===== config.mk =====
export PLATFORM = sky130hd
export DESIGN_NAME = axi_burst_writer
export DESIGN_NICKNAME = d
export VERILOG_FILES = /design/src/common/s2mm_pkg.sv /design/src/axi_burst_writer/axi_burst_writer.sv
export VERILOG_INCLUDE_DIRS = /design/src /design/src/common
export SDC_FILE = /design/constraint.sdc
export NUM_CORES = 1
export LEC_CHECK = 0
export BUFFER_PORTS_ARGS = -buffer_cell sky130_fd_sc_hd__buf_2
export CAP_MARGIN = 20
export CELL_PAD_IN_SITES_DETAIL_PLACEMENT = 1
export CELL_PAD_IN_SITES_GLOBAL_PLACEMENT = 1
export CORE_MARGIN = 5
export CORE_UTILIZATION = 24
export DETAILED_ROUTE_END_ITERATION = 8
export GPL_ROUTABILITY_DRIVEN = 0
export PLACE_DENSITY_LB_ADDON = 0.1
export SLEW_MARGIN = 20
export SYNTH_ARGS = -nofsm -noshare
export SYNTH_HDL_FRONTEND = slang
export SYNTH_SLANG_ARGS = --single-unit

===== constraint.sdc =====
create_clock -name M_AXI_ACLK -period 2.01 [get_ports M_AXI_ACLK]
set_input_delay 0.3015 -clock M_AXI_ACLK [delete_from_list [all_inputs] [get_ports M_AXI_ACLK]]
set_output_delay 0.3015 -clock M_AXI_ACLK [all_outputs]
set_load 0.02 [all_outputs]

===== src/common/s2mm_cfg.svh =====
`ifndef S2MM_CFG_SVH
`define S2MM_CFG_SVH

//////////////////////////////////////////////////
// Datapath widths
//////////////////////////////////////////////////

// Stream and AXI write data
`define S2MM_DATA_W 64

// AXI byte address
`define S2MM_ADDR_W 32

// Packet length in beats
`define S2MM_LEN_W 16

//////////////////////////////////////////////////
// Buffering
//////////////////////////////////////////////////

`define S2MM_DATA_DEPTH 512
`define S2MM_LEN_DEPTH 64

// AXI4 INCR limit, one packet per burst
`define S2MM_MAX_BEATS 256

`endif


===== src/common/s2mm_pkg.sv =====
`default_nettype none

`include "s2mm_cfg.svh"

package s2mm_pkg;

    //////////////////////////////////////////////////
    // Stream side
    //////////////////////////////////////////////////

    // One captured input beat
    typedef struct packed {
        logic [`S2MM_DATA_W-1:0] data;
        logic                    last;
    } stream_beat_t;

    typedef logic [`S2MM_LEN_W-1:0] beat_cnt_t;

    //////////////////////////////////////////////////
    // AXI4 write channels
    //////////////////////////////////////////////////

    typedef struct packed {
        logic [`S2MM_ADDR_W-1:0]              addr;
        logic [$clog2(`S2MM_MAX_BEATS)-1:0]   len;
        logic [2:0]                           size;
        logic [1:0]                           burst;
        logic [3:0]                           cache;
    } aw_req_t;

    typedef struct packed {
        logic [`S2MM_DATA_W-1:0]   data;
        logic [`S2MM_DATA_W/8-1:0] strb;
        logic                      last;
    } w_beat_t;

    typedef logic [1:0] axi_resp_t;

endpackage

`default_nettype wire


===== src/axi_burst_writer/axi_burst_writer.sv =====
`timescale 1ns/1ps
`default_nettype none

`include "s2mm_cfg.svh"

module axi_burst_writer
    import s2mm_pkg::*;
(
    input  wire                     M_AXI_ACLK,
    input  wire                     M_AXI_ARESETN,
    input  wire                     i_start,
    input  wire [`S2MM_ADDR_W-1:0]  i_start_addr,
    input  beat_cnt_t               i_start_len,
    input  stream_beat_t            i_data_head,
    output logic                    o_data_rd_en,
    output aw_req_t                 o_axi_aw,
    output logic                    o_axi_awvalid,
    input  wire                     i_axi_awready,
    output w_beat_t                 o_axi_w,
    output logic                    o_axi_wvalid,
    input  wire                     i_axi_wready,
    input  axi_resp_t               i_axi_bresp,
    input  wire                     i_axi_bvalid,
    output logic                    o_axi_bready,
    output logic                    o_done
);

    localparam int         AXLEN_W    = $clog2(`S2MM_MAX_BEATS);
    localparam logic [2:0] AXSIZE     = 3'($clog2(`S2MM_DATA_W / 8));
    localparam logic [1:0] BURST_INCR = 2'b01;
    // Normal non-cacheable, modifiable
    localparam logic [3:0] CACHE_MOD  = 4'b0010;

    typedef enum logic [1:0] {
        ST_IDLE,
        ST_ADDR,
        ST_DATA,
        ST_RESP
    } state_t;

    state_t             state;
    aw_req_t            r_aw;
    logic [AXLEN_W-1:0] r_beat_cnt;
    beat_cnt_t          len_m1;
    logic               aw_fire;
    logic               w_fire;
    logic               b_fire;
    logic               w_last;

    assign len_m1  = i_start_len - 1'b1;
    assign aw_fire = o_axi_awvalid && i_axi_awready;
    assign w_fire  = o_axi_wvalid && i_axi_wready;
    assign b_fire  = i_axi_bvalid && o_axi_bready;
    assign w_last  = (r_beat_cnt == r_aw.len);

    //////////////////////////////////////////////////
    // Channel FSM
    //////////////////////////////////////////////////

    always_ff @(posedge M_AXI_ACLK or negedge M_AXI_ARESETN) begin
        if (!M_AXI_ARESETN) begin
            state      <= ST_IDLE;
            r_beat_cnt <= '0;
        end else begin
            case (state)
                ST_IDLE: begin
                    r_beat_cnt <= '0;
                    if (i_start) begin
                        state <= ST_ADDR;
                    end
                end
                ST_ADDR: begin
                    if (aw_fire) begin
                        state <= ST_DATA;
                    end
                end
                ST_DATA: begin
                    if (w_fire) begin
                        r_beat_cnt <= r_beat_cnt + 1'b1;
                        if (w_last) begin
                            state <= ST_RESP;
                        end
                    end
                end
                ST_RESP: begin
                    if (b_fire) begin
                        state <= ST_IDLE;
                    end
                end
                default: state <= ST_IDLE;
            endcase
        end
    end

    // Address phase fields, frozen for the whole burst
    always_ff @(posedge M_AXI_ACLK) begin
        if (state == ST_IDLE && i_start) begin
            r_aw.addr  <= i_start_addr;
            r_aw.len   <= len_m1[AXLEN_W-1:0];
            r_aw.size  <= AXSIZE;
            r_aw.burst <= BURST_INCR;
            r_aw.cache <= CACHE_MOD;
        end
    end

    //////////////////////////////////////////////////
    // Outputs
    //////////////////////////////////////////////////

    assign o_axi_aw      = r_aw;
    assign o_axi_awvalid = (state == ST_ADDR);

    // Data comes straight from the FIFO head
    assign o_axi_w.data  = i_data_head.data;
    assign o_axi_w.strb  = '1;
    assign o_axi_w.last  = w_last;
    assign o_axi_wvalid  = (state == ST_DATA);
    assign o_data_rd_en  = w_fire;

    // Any response code ends the burst
    assign o_axi_bready  = (state == ST_RESP);
    assign o_done        = b_fire;

endmodule

`default_nettype wire


==> impl_metrics.env, run 1 <==
export IMPL_cp_arrival_ns=1.59
export IMPL_drt_vias_per_instance=3.86
export IMPL_r2r_setup_slack_ns=0.17
export IMPL_synth_top_family_by_area="buffers and inverters"
export IMPL_dp_cells=386
export IMPL_overflow=0
export IMPL_antenna_found_initial=0
export IMPL_synth_edf_count=40
export IMPL_cts_tree="yes"
export IMPL_cp_end_kind="output pin"
export IMPL_yosys_area_share_simple=0.0775
export IMPL_use_met3=0.0244
export IMPL_met2_usage=0.161
export IMPL_antenna_cells=0
export IMPL_syn_inst=219
export IMPL_path_cells="xor2_1 -> nor4_2 -> buf_4 -> nand2_2 -> inv_2 -> buf_6"
export IMPL_numCtsBuffers=5
export IMPL_critPathMaxStageDelay_ns=0.42
export IMPL_utilization=0.276
export IMPL_fin_setup_tns_ns=0
export IMPL_final_cells=396
export IMPL_dieArea_sq_mm=0.0135
export IMPL_yosysWarningCount=0
export IMPL_core_sq_mm=0.0110
export IMPL_power_total_uw=3600
export IMPL_yosys_top_cells_count="buf_4 (83), edfxtp_1 (40), xor2_1 (15)"
export IMPL_initial_core_util=0.247
export IMPL_grt_pass1_wl_um=8950
export IMPL_fin_skew_ns=0.00790
export IMPL_internal_power_uw=2370
export IMPL_switching_share=0.341
export IMPL_outcome="finished, final reports clean"
export IMPL_layout_nets=382
export IMPL_fin_crit_sh=0.942
export IMPL_synth_area_sq_mm=0.00271
export IMPL_synth_async_reset_ratio=0.200
export IMPL_gr_max_usage_layer="met2"
export IMPL_num_vias=1527
export IMPL_p_switching_uw=1230
export IMPL_synthMuxAreaShare=0.0171
export IMPL_drive_above_1_share=0.461
export IMPL_synth_compound_area_share=0.0249
export IMPL_hold_viol_final=0
export IMPL_pin_count=248
export IMPL_synth_area_leaders="edfxtp_1 (44%), buf_4 (23%), dfrtp_1 (9.2%)"
export IMPL_drt_pass1_iter_count=4
export IMPL_yosysMostFrequentCell="buf_4"
export IMPL_setup_viol=0
export IMPL_postRouteAntennaNets=0
export IMPL_wl_per_cell_um=15.2
export IMPL_p_per_area_mw_per_mm2=1190
export IMPL_min_period_ns=1.89
export IMPL_grt_pass1_vias=1658
export IMPL_vdd_drop_max_v=0.000400
export IMPL_synth_top_cell_by_area="edfxtp_1"
export IMPL_power_frac_clock=0.278
export IMPL_die_h_um=116
export IMPL_syn_to_final_growth_pct=11.7
export IMPL_synth_xor_area_frac=0.0678
export IMPL_yosys_area_share_adder=0.0277
export IMPL_seqPwrFrac=0.402
export IMPL_fill_cells=1244
export IMPL_slew_violations=0
export IMPL_drc=0
export IMPL_combinationalPowerShare=0.320
export IMPL_use_met1=0.0899
export IMPL_synth_top_area_frac=0.443
export IMPL_track_usage=0.0867
export IMPL_layout_setup_ws_ns=0.117
export IMPL_startpoint_type="register"
export IMPL_chipWidth_um=116
export IMPL_p_leak_uw=0.00133
export IMPL_grt_max_degree=41
export IMPL_wirelength_um=6030
export IMPL_cts_root_buf="clkbuf_16"
export IMPL_yosysSeqAreaShare=0.535
export IMPL_synth_main_ff_cell="edfxtp_1"
export IMPL_clock_sinks=50
export IMPL_timing_fmax_mhz=528
export IMPL_pre_cts_slack_ns=0.126
export IMPL_crit_slowest_cell="edfxtp_1"
export IMPL_clkTransAtPathRegs_ns=0.07
export IMPL_hp_class="in -> reg"
export IMPL_clock_path_buffers=2
export IMPL_worstSkewPairLatency_ns=0.29
export IMPL_worstSetupPathType="reg -> out"
export IMPL_htree_num_levels=2
export IMPL_port_buffers=91
export IMPL_ys_ff_latch=50
export IMPL_rsz0062_at_grt="no"
export IMPL_maxCapViolCount=0
export IMPL_dp_hpwl_um=4720
export IMPL_fp_row_count=38
export IMPL_synth_cell_types=32
export IMPL_syn_area_per_cell_sq_um=12.4
export IMPL_cp_max_fo=2
export IMPL_cp_required_ns=1.71
export IMPL_drt_iter0_markers=36
[final timing paths]
check / startpoint / endpoint / depth (start not counted)
max: o_axi_aw[16] / o_axi_w[0] / 6
min: i_start_addr[3] / o_axi_aw[20] / 1
max reg2reg: state[0] / state[0] / 6
min reg2reg: r_beat_cnt[7] / r_beat_cnt[7] / 2
max in group asynchronous: M_AXI_ARESETN / r_beat_cnt[2] / 2
min in group asynchronous: M_AXI_ARESETN / r_beat_cnt[4] / 2
[registers in the layout, summed over array words and instances (netlist names)]
register    cells
o_axi_aw       40
r_beat_cnt      8
state           2
[cells by family (layout without fill, tap and decap cells)]
| family | count (synthesis) | after routing |
|---|---|---|
| AOI/OAI and AO/OA | 6 | 6 |
| buffers and inverters | 94 | 116 |
| xor gates and xnor gates | 21 | 21 |
| DFF | 50 | 50 |
| adders and majority gates | 6 | 6 |
| muxes | 4 | 4 |
| and+or+nand+nor | 36 | 36 |
| other | 2 | 17 |
[critical path, delay by kind of cell, from the launching register on]
| kind | cells | cell delay, ns |
|---|---|---|
| buffers and inverters | 3 | 0.36 |
| flip-flops | 1 | 0.42 |
| XOR/XNOR | 1 | 0.18 |
| AND/OR/NAND/NOR | 2 | 0.35 |
[layout make-up]
cell class                      instances  area, sq um  share of cell area
Tap cell                              140          175              0.0578
Inverter                               10         37.5              0.0124
Sequential cell                        50         1450               0.479
Clock inverter                          3         47.5              0.0157
Timing Repair Buffer                   98          529               0.175
Multi-Input combinational cell         90          663               0.219
Clock buffer                            5          125              0.0413
[power groups by stage]
stage	Combinational (uW)	Sequential, uW	Clock (uW)
after floorplan	808	1640	0
after global placement	1150	1470	0
after detailed placement	1150	1480	0
after CTS	1180	1450	1040
after global routing	1260	1470	1090
final	1150	1450	1000
[metal layers]
metal | part of all wire | up-vias | wire length, um
met5 | 0 | - | 0
met4 | 0.021 | 0 | 129
met3 | 0.084 | 23 | 506
met2 | 0.54 | 87 | 3260
met1 | 0.35 | 707 | 2130
li1 | - | 710 | -
[cells in the final DEF (no fill, tap or decap), types with 3 or more instances in the layout]
master,instances
a22o_1,3
buf_2,90
buf_4,5
clkbuf_16,5
conb_1,17
dfrtp_1,9
edfxtp_1,40
ha_1,6
inv_1,8
nand2_1,5
nor2_1,8
nor4_2,4
xnor2_1,6
xor2_1,15
[through the flow]
step / area, sq um / hold WS (ns)
global placement: 2820 / 0.198
global route: 3030 / 0.159
floorplan: 2770 / 0.00591
finish: 3030 / 0.178
detailed placement: 2820 / 0.202
CTS: 3020 / 0.169
[repair_timing]
item	CTS	global route
hold buffers	1	0
endpoints found under the hold margin	10	0
resized for setup	3	4
buffers inserted	1	0
pin swaps	1	3
setup endpoints to repair	1	2
Power figures use the tool's default switching activity.
==> run 2, diff against run 1 <==
- CORE_UTILIZATION: 24 -> 28
- clock period: 2.01 -> 2.4 ns (I/O delays scaled with it)
==> run 2 against run 1 <==
Utilization increased by 2.8 points. Sequential power decreased by 16%. Flip-flop and latch count is the same. Hold slack better by 0.035 ns. Clock-buffer cell count stayed put. Setup slack gained 0.17 ns. Combinational power is 18% lower. First-iteration DRC count up 61%. Final cell count fell by 2.8%. Clock skew decreased by 0.0022 ns. Largest cell class unchanged.
==> impl_metrics.env, run 2 (synthesis gave the netlist of run 1 again) <==
export IMPL_numCtsBuffers=5
export IMPL_p_per_area_mw_per_mm2=955
export IMPL_cts_root_buf="clkbuf_8"
export IMPL_overflow=0
export IMPL_fp_row_count=36
export IMPL_worstSkewPairLatency_ns=0.31
export IMPL_critPathLaunch="r_beat_cnt[4]"
export IMPL_critPathMaxStageDelay_ns=0.46
export IMPL_final_cells=385
export IMPL_timing_rr_end="state[0]"
export IMPL_drt_iter0_markers=58
export IMPL_cts_tree="yes"
export IMPL_clock_sinks=50
export IMPL_worstSetupPathType="reg -> out"
export IMPL_use_met1=0.0971
export IMPL_grt_max_degree=41
export IMPL_htree_num_levels=2
export IMPL_cp_max_fo=5
export IMPL_clkTransAtPathRegs_ns=0.10
export IMPL_crit_slowest_cell="dfrtp_1"
export IMPL_outcome="finished, final reports clean"
export IMPL_antenna_found_initial=0
export IMPL_layout_nets=378
export IMPL_crit_end="o_axi_w[0]"
export IMPL_hold_viol_final=0
export IMPL_pin_count=248
export IMPL_r2r_cells=6
export IMPL_fin_setup_tns_ns=0
export IMPL_startpoint_type="register"
export IMPL_drive_above_1_share=0.437
export IMPL_min_period_ns=2.11
export IMPL_dp_hpwl_um=4400
export IMPL_fin_crit_sh=0.880
export IMPL_use_met3=0.0794
export IMPL_num_vias=1515
export IMPL_largest_reg_flops=40
export IMPL_dieArea_sq_mm=0.0118
export IMPL_critPathBufInv=2
export IMPL_fill_cells=1074
export IMPL_wirelength_um=5620
export IMPL_grt_pass1_vias=1682
export IMPL_dp_cells=376
export IMPL_cp_arrival_ns=1.75
export IMPL_final_cell_mix="buf_2 (91), edfxtp_1 (40), conb_1 (17)"
export IMPL_gr_max_usage_layer="met2"
export IMPL_setup_viol=0
export IMPL_r2r_setup_slack_ns=0.48
export IMPL_hp_class="in -> reg"
export IMPL_wl_per_cell_um=14.6
export IMPL_clock_path_buffers=2
export IMPL_critical_path_top_delay_family="simple AND/OR/NAND/NOR gates"
export IMPL_reg2reg_from="state[1]"
export IMPL_grt_pass1_wl_um=8740
export IMPL_path_cells="xor2_1 -> nor4_2 -> nand2_1 -> inv_1 -> buf_2"
export IMPL_track_usage=0.0983
export IMPL_postRouteAntennaNets=0
export IMPL_drt_pass1_iter_count=4
export IMPL_antenna_cells=0
export IMPL_met2_usage=0.150
export IMPL_die_h_um=108
export IMPL_p_leak_uw=0.00128
export IMPL_chipWidth_um=108
export IMPL_initial_core_util=0.283
export IMPL_cp_depth=5
export IMPL_post_cts_buffers=0
export IMPL_drc=0
export IMPL_drt_vias_per_instance=3.94
export IMPL_layout_commonest_cell="buf_2"
export IMPL_maxCapViolCount=0
export IMPL_core_sq_mm=0.00959
export IMPL_cp_required_ns=2.04
export IMPL_fin_skew_ns=0.00573
export IMPL_slew_violations=0
export IMPL_timing_fmax_mhz=473
export IMPL_cp_end_kind="output pin"
export IMPL_vdd_drop_max_v=0.000429
export IMPL_syn_to_final_growth_pct=7.56
export IMPL_port_buffers=91
export IMPL_rsz0062_at_grt="no"
[run 2: worst min path at each step]
stage                     startpoint             to  slack (ns)  cells past startpoint
floorplan              M_AXI_ARESETN  r_beat_cnt[0]        0.06                      0
global placement       M_AXI_ARESETN  r_beat_cnt[3]        0.25                      1
detailed placement     M_AXI_ARESETN  r_beat_cnt[3]        0.26                      1
CTS                 i_start_addr[22]   o_axi_aw[39]        0.19                      1
global route         i_start_addr[8]   o_axi_aw[25]        0.18                      1
finish              i_start_addr[21]   o_axi_aw[38]        0.21                      1
[run 2: per-layer routing]
metal / vias up / part of all wire
met1: 716 / 0.35
met3: 12 / 0.16
met4: 0 / 0.019
met2: 89 / 0.47
met5: - / 0
li1: 698 / -
[run 2: final cells by class]
class | instances | area (sq um) | share of cell area
Inverter | 10 | 37.5 | 0.0129
Timing Repair Buffer | 94 | 493 | 0.169
Multi-Input combinational cell | 90 | 654 | 0.224
Sequential cell | 50 | 1450 | 0.497
Clock buffer | 5 | 68.8 | 0.0236
Tap cell | 133 | 166 | 0.0570
Clock inverter | 3 | 47.5 | 0.0163
[run 2: what timing repair did]
item / in CTS / in global routing
setup endpoints to repair: 0 / 1
hold buffers: 1 / 0
endpoints found under the hold margin: 10 / 0
gates resized for setup: 0 / 1
[run 2: stage by stage]
stage	total power [uW]	hold WS (ns)	instance area, sq um	worst slack, ns	util
6_report	2790	0.213	2920	0.288	0.304
5_1_grt	2980	0.181	2920	0.104	0.304
4_1_cts	2850	0.195	2910	0.0398	0.304
3_5_place_dp	2200	0.259	2790	0.413	0.290
3_3_place_gp	2190	0.255	2790	0.435	0.290
2_1_floorplan	2050	0.0644	2770	0.304	-
[run 2: where the power goes]
| part | total (uW) | switching, uW | internal (uW) |
|---|---|---|---|
| clock network | 631 | 313 | 319 |
| registers | 1220 | 83.7 | 1130 |
| logic | 940 | 592 | 348 |
==> run 3, diff against run 2 <==
- GPL_TIMING_DRIVEN: default -> 0
==> run 3 against run 2 <==
Non-clock buffer count is 147 higher. Flip-flop and latch count did not move. Clock skew grew 0.0016 ns. Critical path type unchanged.
==> impl_metrics.env, run 3 (synthesis gave the netlist of run 1 again) <==
export IMPL_cts_root_buf="clkbuf_8"
export IMPL_grt_pass1_vias=2051
export IMPL_vdd_drop_max_v=0.000325
export IMPL_drive_above_1_share=0.643
export IMPL_layout_nets=525
export IMPL_worstSkewPairLatency_ns=0.30
export IMPL_drt_pass1_iter_count=4
export IMPL_dp_hpwl_um=6380
export IMPL_track_usage=0.117
export IMPL_numCtsBuffers=5
export IMPL_setup_viol=0
export IMPL_p_per_area_mw_per_mm2=774
export IMPL_grt_max_degree=24
export IMPL_startpoint_type="register"
export IMPL_antenna_found_initial=1
export IMPL_core_sq_mm=0.00959
export IMPL_drt_vias_per_instance=3.81
export IMPL_clkTransAtPathRegs_ns=0.09
export IMPL_cts_tree="yes"
export IMPL_pre_cts_slack_ns=0.393
export IMPL_overflow=0
export IMPL_port_buffers=155
export IMPL_clock_path_buffers=2
export IMPL_wirelength_um=7340
export IMPL_fin_setup_tns_ns=0
export IMPL_num_vias=2022
export IMPL_postRouteAntennaNets=0
export IMPL_timing_fmax_mhz=463
export IMPL_worstSetupPathType="reg -> out"
export IMPL_min_period_ns=2.16
export IMPL_dieArea_sq_mm=0.0118
export IMPL_fill_cells=1099
export IMPL_hold_viol_final=0
export IMPL_wl_per_cell_um=13.8
export IMPL_r2r_setup_slack_ns=0.48
export IMPL_largest_reg_flops=40
export IMPL_fin_crit_sh=0.899
export IMPL_drt_iter0_markers=22
export IMPL_multiInputGateArea_sq_um=654
export IMPL_rsz0062_at_grt="no"
export IMPL_cp_required_ns=2.04
export IMPL_outcome="finished, final reports clean"
export IMPL_p_leak_uw=0.00193
export IMPL_die_h_um=108
export IMPL_grt_pass1_wl_um=10500
export IMPL_htree_num_levels=2
export IMPL_maxCapViolCount=0
export IMPL_pin_count=248
export IMPL_regArea_sq_mm=0.00145
export IMPL_cp_max_fo=6
export IMPL_syn_to_final_growth_pct=42.4
export IMPL_fin_skew_ns=0.00729
export IMPL_layout_commonest_cell="buf_2"
export IMPL_drc=0
export IMPL_chipWidth_um=108
export IMPL_slew_violations=0
export IMPL_cp_end_kind="output pin"
export IMPL_clock_sinks=50
export IMPL_antenna_cells=0
export IMPL_final_cell_mix="buf_2 (155), buf_4 (83), edfxtp_1 (40)"
export IMPL_fp_row_count=36
export IMPL_hp_class="in -> reg"
export IMPL_initial_core_util=0.283
export IMPL_power_total_uw=2990
export IMPL_cp_arrival_ns=1.80
export IMPL_layout_setup_ws_ns=0.242
## run 3: changes by cell type in the layout (fill, tap and decap cells not counted), sizes merged
cell,before,now
buf,93,240
clkinv,0,1
inv,12,10
## run 3: final timing paths
path,from,end,cells after the start
min reg2reg,r_beat_cnt[7],r_beat_cnt[7],2
min,i_start_addr[26],o_axi_aw[43],1
max,r_beat_cnt[3],o_axi_w[0],7
max reg2reg,state[1],state[0],6
min in group asynchronous,M_AXI_ARESETN,r_beat_cnt[3],2
max in group asynchronous,M_AXI_ARESETN,state[1],2
## run 3: final cells by class
cell class	count	area share
flip-flops and latches	50	0.376
repair buffers	157	0.210
multi-input cells	90	0.169
plain buffers	84	0.164
well taps	133	0.0431
clock buffers	5	0.0178
clock inverters	2	0.0100
inverters	10	0.00971
## run 3: worst max-delay path, cell delays in order (launching register included)
cell     delay, ns
dfrtp_1       0.37
buf_4         0.16
xor2_1        0.16
nor4_2        0.31
nand2_1       0.14
inv_1         0.10
buf_4         0.10
buf_2         0.15
## run 3: layer usage
metal  vias to the layer above  track usage  wire [um]
li1                        992            -          -
met1                       924        0.110       2140
met2                        97        0.204       4040
met3                         7       0.0806       1070
met4                         2       0.0325         66
met5                         -            0         20
## run 3: report_power, final
group	switching [uW]	leakage (uW)	internal, uW
clock network	284	0.0000542	307
registers	82.9	0.000503	1130
logic	702	0.00137	482
total	1070	0.00193	1920
## run 3: timing repair
action | in CTS | in global routing
hold buffers | 1 | 0
buffers inserted | 0 | 0
endpoints found under the setup margin | 0 | 1
endpoints found under the hold margin | 10 | 0
resized for setup | 0 | 1
## run 3: through the flow
step | instance area [sq um] | util | hold slack [ns] | instances
CTS | 3860 | 0.402 | 0.211 | 531
global placement | 3710 | 0.387 | 0.245 | 522
floorplan | 2770 | - | 0.0644 | 234
finish | 3860 | 0.403 | 0.225 | 531
global route | 3860 | 0.403 | 0.197 | 531
detailed placement | 3740 | 0.390 | 0.248 | 523
